--- config.mk ---
export PLATFORM = sky130hd
export DESIGN_NAME = wino_inverse_transform
export DESIGN_NICKNAME = d
export VERILOG_FILES = /design/src/rtl/wino_pkg.sv /design/src/rtl/wino_adder_tree.sv /design/src/rtl/wino_row_transform.sv /design/src/rtl/wino_col_transform.sv /design/src/rtl/wino_output_quant.sv /design/src/rtl/wino_inverse_transform.sv
export SDC_FILE = /design/constraint.sdc
export NUM_CORES = 2
export LEC_CHECK = 0
export BUFFER_PORTS_ARGS = -buffer_cell sky130_fd_sc_hd__buf_2
export CORE_MARGIN = 2
export CORE_UTILIZATION = 55
export DETAILED_ROUTE_END_ITERATION = 10
export GPL_ROUTABILITY_DRIVEN = 0
export HOLD_SLACK_MARGIN = 0.15
export PLACE_DENSITY = 0.72
export SYNTH_ARGS = -nofsm -noshare
export SYNTH_HDL_FRONTEND = slang
export SYNTH_SLANG_ARGS = --single-unit
--- constraint.sdc ---
create_clock -name clk -period 16.42 [get_ports clk]
set_input_delay 3.284 -clock clk [delete_from_list [all_inputs] [get_ports clk]]
set_output_delay 3.284 -clock clk [all_outputs]
set_load 0.1 [all_outputs]
--- src/rtl/wino_pkg.sv ---
package wino_pkg;

	// tile geometry of F(4,3)
	localparam int tile_in = 6;
	localparam int tile_out = 4;

	// arithmetic widths
	localparam int acc_w = 30;
	localparam int pix_w = 16;
	localparam int frac_lsb = 8;

	// pipeline depth of wino_adder_tree
	localparam int adder_lat = 3;

	// transform values wrap mod 2^30
	typedef logic signed [acc_w-1:0] acc_t;
	typedef logic [pix_w-1:0] pix_t;

	typedef logic [$clog2(tile_in)-1:0] row_idx_t;
	typedef logic [$clog2(tile_out)-1:0] beat_idx_t;

	typedef struct packed {
		acc_t [tile_in-1:0] x;
	} in_row_t;

	// one buffered column group, x[r] taken from input row r
	typedef struct packed {
		acc_t [tile_in-1:0] x;
	} mid_row_t;

	typedef struct packed {
		acc_t [tile_out-1:0] x;
	} acc_row_t;

	typedef struct packed {
		pix_t [tile_out-1:0] p;
	} out_row_t;

	typedef enum logic [1:0] {
		collect,
		drain,
		serialize
	} row_state_t;

	// scaled and negated terms for row r of A-transpose
	function automatic mid_row_t at_terms(mid_row_t v, int unsigned r);
		mid_row_t t;
		acc_t up3;
		acc_t up4;
		t = '0;
		up3 = v.x[3] <<< r;
		up4 = v.x[4] <<< r;
		t.x[1] = v.x[1];
		if (r == 0) begin
			t.x[0] = v.x[0];
			t.x[2] = v.x[2];
			t.x[3] = v.x[3];
			t.x[4] = v.x[4];
		end else begin
			// odd rows alternate sign on x2 and x4
			t.x[2] = (r % 2 == 1) ? -v.x[2] : v.x[2];
			t.x[3] = up3;
			t.x[4] = (r % 2 == 1) ? -up4 : up4;
			if (r == tile_out - 1) begin
				t.x[5] = v.x[5];
			end
		end
		return t;
	endfunction

endpackage

--- src/rtl/wino_adder_tree.sv ---
`timescale 1ns/10ps

module wino_adder_tree (
	input  logic               clk,
	input  logic               i_rst,
	input  logic               i_valid,
	input  wino_pkg::mid_row_t i_terms,
	output logic               o_valid,
	output wino_pkg::acc_t     o_sum
);

	wino_pkg::acc_t pair_q [3];
	wino_pkg::acc_t part_q [2];
	logic [wino_pkg::adder_lat-1:0] valid_q;

	always_ff @(posedge clk) begin
		// stage one, neighbouring pairs
		pair_q[0] <= i_terms.x[0] + i_terms.x[1];
		pair_q[1] <= i_terms.x[2] + i_terms.x[3];
		pair_q[2] <= i_terms.x[4] + i_terms.x[5];
		// stage two
		part_q[0] <= pair_q[0] + pair_q[1];
		part_q[1] <= pair_q[2];
		// stage three, wraps to acc_w bits
		o_sum <= part_q[0] + part_q[1];
	end

	always_ff @(posedge clk) begin
		if (i_rst) begin
			valid_q <= '0;
		end else begin
			valid_q <= {valid_q[wino_pkg::adder_lat-2:0], i_valid};
		end
	end

	assign o_valid = valid_q[wino_pkg::adder_lat-1];

endmodule

--- src/rtl/wino_row_transform.sv ---
`timescale 1ns/10ps

module wino_row_transform (
	input  logic               clk,
	input  logic               i_rst,
	input  logic               i_valid,
	input  wino_pkg::in_row_t  i_row,
	output logic               o_ready,
	output logic               o_mid_valid,
	output wino_pkg::mid_row_t o_mid
);

	wino_pkg::row_state_t state_q;
	wino_pkg::row_idx_t in_cnt_q;
	wino_pkg::row_idx_t ret_cnt_q;
	wino_pkg::beat_idx_t beat_cnt_q;

	wino_pkg::mid_row_t row_in;
	wino_pkg::acc_t tree_sum [wino_pkg::tile_out];
	logic [wino_pkg::tile_out-1:0] tree_valid;

	// 4x6 tile buffer, entry j holds row j of the transformed tile
	wino_pkg::mid_row_t col_buf [wino_pkg::tile_out];

	logic accept;
	logic ret_valid;
	logic last_in;
	logic last_ret;
	logic last_beat;

	assign o_ready = (state_q == wino_pkg::collect);
	assign accept = i_valid && o_ready;

	assign row_in = wino_pkg::mid_row_t'(i_row);

	// one tree per row of A-transpose
	for (genvar k = 0; k < wino_pkg::tile_out; k++) begin : g_tree
		wino_adder_tree u_tree (
			.clk     (clk),
			.i_rst   (i_rst),
			.i_valid (accept),
			.i_terms (wino_pkg::at_terms(row_in, k)),
			.o_valid (tree_valid[k]),
			.o_sum   (tree_sum[k])
		);
	end

	// all four trees see the same valid
	assign ret_valid = &tree_valid;

	assign last_in = (in_cnt_q == wino_pkg::row_idx_t'(wino_pkg::tile_in - 1));
	assign last_ret = (ret_cnt_q == wino_pkg::row_idx_t'(wino_pkg::tile_in - 1));
	assign last_beat = (beat_cnt_q == wino_pkg::beat_idx_t'(wino_pkg::tile_out - 1));

	always_ff @(posedge clk) begin
		if (i_rst) begin
			state_q <= wino_pkg::collect;
			in_cnt_q <= '0;
			ret_cnt_q <= '0;
			beat_cnt_q <= '0;
			o_mid_valid <= 1'b0;
		end else begin
			o_mid_valid <= 1'b0;

			if (accept) begin
				in_cnt_q <= last_in ? '0 : in_cnt_q + 1'b1;
			end
			if (ret_valid) begin
				ret_cnt_q <= last_ret ? '0 : ret_cnt_q + 1'b1;
			end

			case (state_q)
				wino_pkg::collect: begin
					if (accept && last_in) begin
						state_q <= wino_pkg::drain;
					end
				end
				// wait for the sixth row to leave the trees
				wino_pkg::drain: begin
					if (ret_valid && last_ret) begin
						state_q <= wino_pkg::serialize;
					end
				end
				wino_pkg::serialize: begin
					o_mid_valid <= 1'b1;
					beat_cnt_q <= beat_cnt_q + 1'b1;
					if (last_beat) begin
						state_q <= wino_pkg::collect;
					end
				end
				default: begin
					state_q <= wino_pkg::collect;
				end
			endcase
		end
	end

	// results of input row r land in column r
	always_ff @(posedge clk) begin
		if (ret_valid) begin
			for (int j = 0; j < wino_pkg::tile_out; j++) begin
				col_buf[j].x[ret_cnt_q] <= tree_sum[j];
			end
		end
	end

	// transposed read, one buffer row per beat
	always_ff @(posedge clk) begin
		if (state_q == wino_pkg::serialize) begin
			o_mid <= col_buf[beat_cnt_q];
		end
	end

endmodule

--- src/rtl/wino_col_transform.sv ---
`timescale 1ns/10ps

module wino_col_transform (
	input  logic               clk,
	input  logic               i_rst,
	input  logic               i_valid,
	input  wino_pkg::mid_row_t i_mid,
	output logic               o_valid,
	output wino_pkg::acc_row_t o_acc
);

	wino_pkg::acc_t tree_sum [wino_pkg::tile_out];
	logic [wino_pkg::tile_out-1:0] tree_valid;

	// same coefficients as the row side, applied across the six rows
	for (genvar k = 0; k < wino_pkg::tile_out; k++) begin : g_tree
		wino_adder_tree u_tree (
			.clk     (clk),
			.i_rst   (i_rst),
			.i_valid (i_valid),
			.i_terms (wino_pkg::at_terms(i_mid, k)),
			.o_valid (tree_valid[k]),
			.o_sum   (tree_sum[k])
		);
	end

	always_comb begin
		for (int k = 0; k < wino_pkg::tile_out; k++) begin
			o_acc.x[k] = tree_sum[k];
		end
	end

	// beats stream through, up to adder_lat in flight
	assign o_valid = &tree_valid;

endmodule

--- src/rtl/wino_output_quant.sv ---
`timescale 1ns/10ps

module wino_output_quant (
	input  logic               clk,
	input  logic               i_rst,
	input  logic               i_valid,
	input  wino_pkg::acc_row_t i_acc,
	output logic               o_valid,
	output wino_pkg::out_row_t o_row
);

	wino_pkg::out_row_t quant;

	// relu then keep bits 23..8
	always_comb begin
		for (int k = 0; k < wino_pkg::tile_out; k++) begin
			if (i_acc.x[k][wino_pkg::acc_w-1]) begin
				quant.p[k] = '0;
			end else begin
				quant.p[k] = i_acc.x[k][wino_pkg::frac_lsb +: wino_pkg::pix_w];
			end
		end
	end

	always_ff @(posedge clk) begin
		if (i_rst) begin
			o_valid <= 1'b0;
		end else begin
			o_valid <= i_valid;
		end
	end

	always_ff @(posedge clk) begin
		if (i_valid) begin
			o_row <= quant;
		end
	end

endmodule

--- src/rtl/wino_inverse_transform.sv ---
`timescale 1ns/10ps

module wino_inverse_transform (
	input  logic               clk,
	input  logic               i_rst,
	input  logic               i_valid,
	input  wino_pkg::in_row_t  i_row,
	output logic               o_ready,
	output logic               o_valid,
	output wino_pkg::out_row_t o_row
);

	logic mid_valid;
	wino_pkg::mid_row_t mid;
	logic acc_valid;
	wino_pkg::acc_row_t acc;

	// row pass and tile buffer
	wino_row_transform u_row (
		.clk         (clk),
		.i_rst       (i_rst),
		.i_valid     (i_valid),
		.i_row       (i_row),
		.o_ready     (o_ready),
		.o_mid_valid (mid_valid),
		.o_mid       (mid)
	);

	// column pass
	wino_col_transform u_col (
		.clk     (clk),
		.i_rst   (i_rst),
		.i_valid (mid_valid),
		.i_mid   (mid),
		.o_valid (acc_valid),
		.o_acc   (acc)
	);

	wino_output_quant u_quant (
		.clk     (clk),
		.i_rst   (i_rst),
		.i_valid (acc_valid),
		.i_acc   (acc),
		.o_valid (o_valid),
		.o_row   (o_row)
	);

endmodule

# Word-level counts from Yosys, hierarchy flattened
# Memories as Yosys holds them, arrays and structs flattened. A register that Yosys moved wholly into a read port is not among the register bits.
# Index checks and enable logic that the tools add are counted.
dict set report classes {
  add_sub_neg 37
  order_cmp 2
  n_eq_ne 8
  mux 11
  n_reduce_logical 8
}
# op n
set ops {}
lappend ops {{$add A30 B30 Y30} 28}
lappend ops {{$mux W180} 1}
lappend ops {{$neg A30 Y30} 6}
lappend ops {{$demux W30 S3} 1}
lappend ops {{$mux W30} 1}
lappend ops {{$reduce_and A4 Y1} 2}
lappend ops {{$add A3 B1 Y3 const B} 2}
lappend ops {{$eq A3 B3 Y1 const B} 2}
lappend ops {{$mux W2} 3}
lappend ops {{$mux W3} 2}
lappend ops {{$pmux W2 S3} 1}
lappend ops {{$eq A2 B2 Y1 const B} 2}
lappend ops {{$logic_and A1 B1 Y1} 4}
lappend ops {{$lt A3 B4 Y1 const B} 1}
lappend ops {{$ne A2 B1 Y1 const B} 2}
lappend ops {{$ge A3 B1 Y1 const B} 1}
lappend ops {{$reduce_and A3 Y1} 1}
lappend ops {{$add A2 B1 Y2 const B} 1}
lappend ops {{$eq A2 B1 Y1 const B} 1}
lappend ops {{$logic_not A2 Y1} 1}
lappend ops {{$mux W1} 2}
lappend ops {{$ne A2 B2 Y1 const B} 1}
dict set report word_totals {
  ff_bits 340
  mem_bits_rw 1920
  wordCells 109
  n_memories 17
}
# name depth word_bits rd rd_clocked_by_memory_dff write_ports line
set memory_table {}
lappend memory_table {u_row.col_buf 4 180 1 1 4 wino_row_transform.sv:23} ;# wino_pkg::mid_row_t col_buf [wino_pkg::tile_out];
lappend memory_table {{u_col.g_tree[0].u_tree.pair_q} 3 30 3 0 3 wino_adder_tree.sv:12} ;# wino_pkg::acc_t pair_q [3];
lappend memory_table {{u_col.g_tree[1].u_tree.pair_q} 3 30 3 0 3 wino_adder_tree.sv:12}
lappend memory_table {{u_col.g_tree[2].u_tree.pair_q} 3 30 3 0 3 wino_adder_tree.sv:12}
lappend memory_table {{u_col.g_tree[3].u_tree.pair_q} 3 30 3 0 3 wino_adder_tree.sv:12}
lappend memory_table {{u_row.g_tree[0].u_tree.pair_q} 3 30 3 0 3 wino_adder_tree.sv:12}
lappend memory_table {{11 more memories} - - - - - -}

# Depth between registers and ports, before layout
dict set report depth {
  depth_word 5
  depth_mapped 18
  mapped_depth_nobuf 18
}

# Modules after synthesis
# From an unflattened synthesis, not the netlist that was laid out.
dict set report unflattened {
  hier_cells 11694
  area_unflattened_um2 126302.4
}
# module n_inst cells_per_inst area_each_um2 seq_area_each_um2
set by_module_without_submodules {}
lappend by_module_without_submodules {{wino_adder_tree at u_col.g_tree[1].u_tree ...} 3 1268 11308.3 3663.5}
lappend by_module_without_submodules {wino_row_transform 1 1335 32837.7 27246.1}
lappend by_module_without_submodules {{wino_adder_tree at u_row.g_tree[2].u_tree} 1 1293 11392.2 3663.5}
lappend by_module_without_submodules {{wino_adder_tree at u_col.g_tree[0].u_tree} 1 1282 11254.5 3663.5}
lappend by_module_without_submodules {{wino_adder_tree at u_row.g_tree[0].u_tree} 1 1255 11193.2 3663.5}
lappend by_module_without_submodules {{wino_adder_tree at u_row.g_tree[3].u_tree} 1 1230 11049.3 3663.5}
lappend by_module_without_submodules {{wino_adder_tree at u_row.g_tree[1].u_tree} 1 1200 10976.8 3663.5}
lappend by_module_without_submodules {wino_output_quant 1 134 2523.7 1941.9}
lappend by_module_without_submodules {wino_col_transform 1 161 1149.9 0.0}

# Least setup slack after synthesis
# Ideal clock, no wire load.
dict set report synth_path {
  kind {reg2reg}
  from {reg u_row.g_tree[3].u_tree.valid_q[2] (netlist bit)}
  to {mem u_row.col_buf[0][0] (netlist bit), enable pin}
  setup_ns 0.930
  arrival_ns 12.634
  required_ns 15.490
  setup_slack_ns 2.856
  path_stages_with_launch 2
  synth_period_minus_slack_ns 13.564
  cell_sequence {dfxtp_1 nor4b_1}
}
# element line
set synth_rtl {}
lappend synth_rtl {{start: declaration} wino_adder_tree.sv:14} ;# logic [wino_pkg::adder_lat-1:0] valid_q;
lappend synth_rtl {{start signal: assignment} wino_adder_tree.sv:32} ;# valid_q <= {valid_q[wino_pkg::adder_lat-2:0], i_valid};
lappend synth_rtl {{end: declaration} wino_row_transform.sv:23}

==> impl_metrics.toml <==
[timing]
slew_headroom_pct = 10.8
post-route-period-util_pct = 45.4
skew_ns = 0.0422
setup_tns_ns = 0
max_freq_mhz = 134
final.setup.worst_slack_ns = 8.97
finalSetupViolCount = 0
finalHoldViolations = 0
rsz0062_at_grt = "no"
whs_ns = 0.293
tightest_slew_ns = 1.30
final_max_slew_viol_count = 0
min_period_ns = 7.45

[cells_and_area]
synthToLayoutAreaGrowth_pct = 11.7
fin_nets = 9125
design_area_um2 = 105000
final.fill_count = 13000
drive_gt1_share_pct = 10.2
final_cells = 10500

[detailed_routing]
vias = 62700
drt_wl_total_um = 236000
via_per_inst = 5.95
wl_per_cell_um = 22.4
drt_iter0_markers = 5266
drc = 0
drt_pass1_iterations = 6
ant_nets = 0

[placement]
placed_cell_area_um2 = 98300
port_buffers = 248
dp.cells = 10100
dp_hpwl_um = 175000
post-place-ws_ns = 8.30

[worst_setup_path]
path_cells = "buf_2, or4_1, nor4_2, nand2_1, nor2_1, xnor2_1, ha_1, and3_1, a311oi_1, a21oi_1, a2111oi_0, nor3b_1, nor3_1, xnor2_1"
slowest_delay_ns = 1.04
crit_buf_inv = 1
reg2reg_slack_ns = 10.87
cpMostUsedCell = "xnor2_1"
required_ns = 17.19
cp-end-kind = "flip-flop"
startpoint_type = "input pin"
cp.arrival_ns = 8.22
crit_fanout = 6
worstSetupPathType = "input pin to flip-flop"
crit_family = "simple AND/OR/NAND/NOR gates"
cpMaxStageDelayCell = "a2111oi_0"

[cts]
cts-root-buf = "clkbuf_16"
cts_buffer_depth = 3
cts_sinks = 2106
htreeDepth = 4
postCtsHoldBufs = 0
clock_latency_ns = 0.85
numCtsBuffers = 204
post_cts_resized = 0
path_clk_slew_ns = 0.06
cts_tree = "built"
cts_setup_buffers = 0

[grt]
antenna_found_initial = 19
grt_first_pass_wirelength_um = 359000
grt_overflow = 0
grt_pass1_vias = 63700
grt_max_degree = 75
grt_use_total_pct = 26.7

[synth]
ys_ff_latch = 2106
synth-edff-count = 958
synthFlopType = "dfxtp_1"
ys_seq_area_share_pct = 54.8
synth_area_um2 = 94400
syn_inst = 7725
async_flop_share_pct = 0
syn-mean-instance-area_um2 = 12.2
ys_types = 80
yosys_warnings = 0
mappedNetlistNets = 8733

[power_and_ir_drop]
powerDensity_nw_per_um2 = 134
ir_drop_mv = 0.110
p_leak_nw = 41.9

[floorplanning]
ios = 249
start_util_pct = 55.2
row_count = 152
die_y_um = 418
dieWidth_um = 418
core_area_um2 = 171000
fp.dieArea_um2 = 175000

[run]
drv_cap = 0

[outcome]
status = "finished clean"

[hold_path]
hold_path_class = "flip-flop to flip-flop"
==> through the flow <==
step / util [%] / power (mW)
CTS: 61.6 / 14.2
global placement: 57.5 / 9.26
floorplan: - / 8.38
global route: 61.6 / 14.7
detailed placement: 57.5 / 9.33
finish: 61.6 / 14.1
==> cell usage in the layout, fill, tap and decap left out, types with 22 or more instances in the layout <==
master     synthesis  layout
a211o_1           22      22
a211oi_1          71      71
a21boi_0          28      28
a21o_1           295     295
a21oi_1          528     528
a31oi_1           64      64
and2_1            41      41
and3_1            72      72
buf_2              0     248
buf_4              1      31
bufinv_16          0      22
clkbuf_1          67      39
clkbuf_16          0     208
clkinv_2           0      38
dfxtp_1         1148    1145
edfxtp_1         958     958
fa_1              23      23
ha_1             802     802
inv_1            268     267
mux4_2           174     174
nand2_1          280     280
nand2b_1          94      94
nand3_1          141     141
nand4_1           62      62
nor2_1           493     492
nor2b_1          176     176
nor3_1           160     158
nor4_1            36      36
o211ai_1          35      35
o21a_1           123     123
o21ai_0          329     329
o21bai_1          71      71
o31ai_1           34      34
or3_1             43      43
xnor2_1          552     552
xor2_1           195     195
==> Yosys cell counts, types with 13 or more instances <==
| cell type | instances | area [um^2] |
|---|---|---|
| a21boi_0 | 28 | 210 |
| xor2_1 | 195 | 1710 |
| nand2b_1 | 94 | 588 |
| buf_1 | 25 | 93.8 |
| nor2_1 | 493 | 1850 |
| nor3b_1 | 13 | 97.6 |
| nor2b_1 | 176 | 1100 |
| a221o_1 | 20 | 200 |
| nor3_1 | 160 | 801 |
| o21bai_1 | 71 | 533 |
| o211ai_1 | 35 | 263 |
| nand2_1 | 280 | 1050 |
| o41ai_1 | 13 | 114 |
| nand3b_1 | 15 | 113 |
| o21a_1 | 123 | 923 |
| inv_1 | 268 | 1010 |
| or3_1 | 43 | 269 |
| a31o_2 | 18 | 158 |
| a211oi_1 | 71 | 533 |
| nand4_1 | 62 | 388 |
| ha_1 | 802 | 10000 |
| a221oi_1 | 20 | 175 |
| nor4_1 | 36 | 225 |
| a31oi_1 | 64 | 400 |
| o31ai_1 | 34 | 255 |
| o21ai_0 | 329 | 1650 |
| dfxtp_1 | 1148 | 23000 |
| a21o_1 | 295 | 2210 |
| o31a_1 | 20 | 175 |
| and3_1 | 72 | 450 |
| and2_1 | 41 | 257 |
| mux2i_1 | 13 | 130 |
| or2_2 | 20 | 125 |
| edfxtp_1 | 958 | 28800 |
| or4_1 | 13 | 97.6 |
| a21oi_1 | 528 | 2640 |
| fa_1 | 23 | 460 |
| xnor2_1 | 552 | 4830 |
| mux4_2 | 174 | 3920 |
| a2111oi_0 | 19 | 166 |
| nand3_1 | 141 | 706 |
| clkbuf_1 | 67 | 251 |
| and4_1 | 13 | 114 |
| a211o_1 | 22 | 193 |
==> where the power goes <==
part | internal [mW] | switching [mW] | total, mW
Combinational | 1.07 | 1.53 | 2.60
Sequential | 6.20 | 0.498 | 6.70
Clock | 2.78 | 2.04 | 4.82
==> kinds of logic (layout without fill, tap and decap cells) <==
family / Yosys count / in the layout / synth area share [%]
AO/OA/AOI/OAI: 1809 / 1809 / 12.4
XOR/XNOR: 747 / 747 / 6.93
buffers and inverters: 361 / 929 / 1.44
AND/OR/NAND/NOR: 1690 / 1690 / 8.93
multiplexers: 187 / 187 / 4.29
adder cells (fa/ha/maj): 825 / 825 / 11.1
flip-flops: 2106 / 2106 / 54.8
other: 0 / 7 / 0
==> cell type report <==
cell class	count	area, um^2	area share, %
repair buffers	279	1470	1.40
well taps	2233	2790	2.65
flip-flops and latches	2106	51800	49.1
inverters	268	1010	0.957
diodes	7	17.5	0.0166
clock buffers	266	5610	5.33
clock inverters	116	1420	1.35
multi-input cells	5258	41300	39.2
==> metal layers <==
layer,GRT usage (%),share of wire (%)
met2,45.6,48
met5,0,0.047
met1,33.6,41
met3,3.64,6.1
met4,12.8,4.9
==> sequential cells by signal, summed over array words and instances (netlist names), 3 cells and up <==
signal,flops
u_col.g_tree.u_tree.pair_q,266
u_col.g_tree.u_tree.valid_q,3
u_row.col_buf,714
u_row.g_tree.u_tree.part_q,206
u_row.g_tree.u_tree.valid_q,3
u_col.g_tree.u_tree.part_q,205
u_row.o_mid,180
u_row.ret_cnt_q,3
u_row.g_tree.u_tree.pair_q,266
u_row.in_cnt_q,3
u_row.g_tree.u_tree.o_sum,119
u_quant.o_row,64
u_col.g_tree.u_tree.o_sum,68
==> path summary, 6_finish.rpt <==
kind	startpoint	end	cells after the start
max	i_row[63]	u_row.g_tree[3].u_tree.pair_q[0][57]	14
min	u_col.g_tree[0].u_tree.pair_q[0][65]	u_col.g_tree[0].u_tree.part_q[0][35]	0
max reg2reg	u_row.o_mid[67]	u_col.g_tree[3].u_tree.pair_q[0][57]	15
min reg2reg	u_col.g_tree[0].u_tree.pair_q[0][65]	u_col.g_tree[0].u_tree.part_q[0][35]	0
Power figures use the tool's default switching activity.
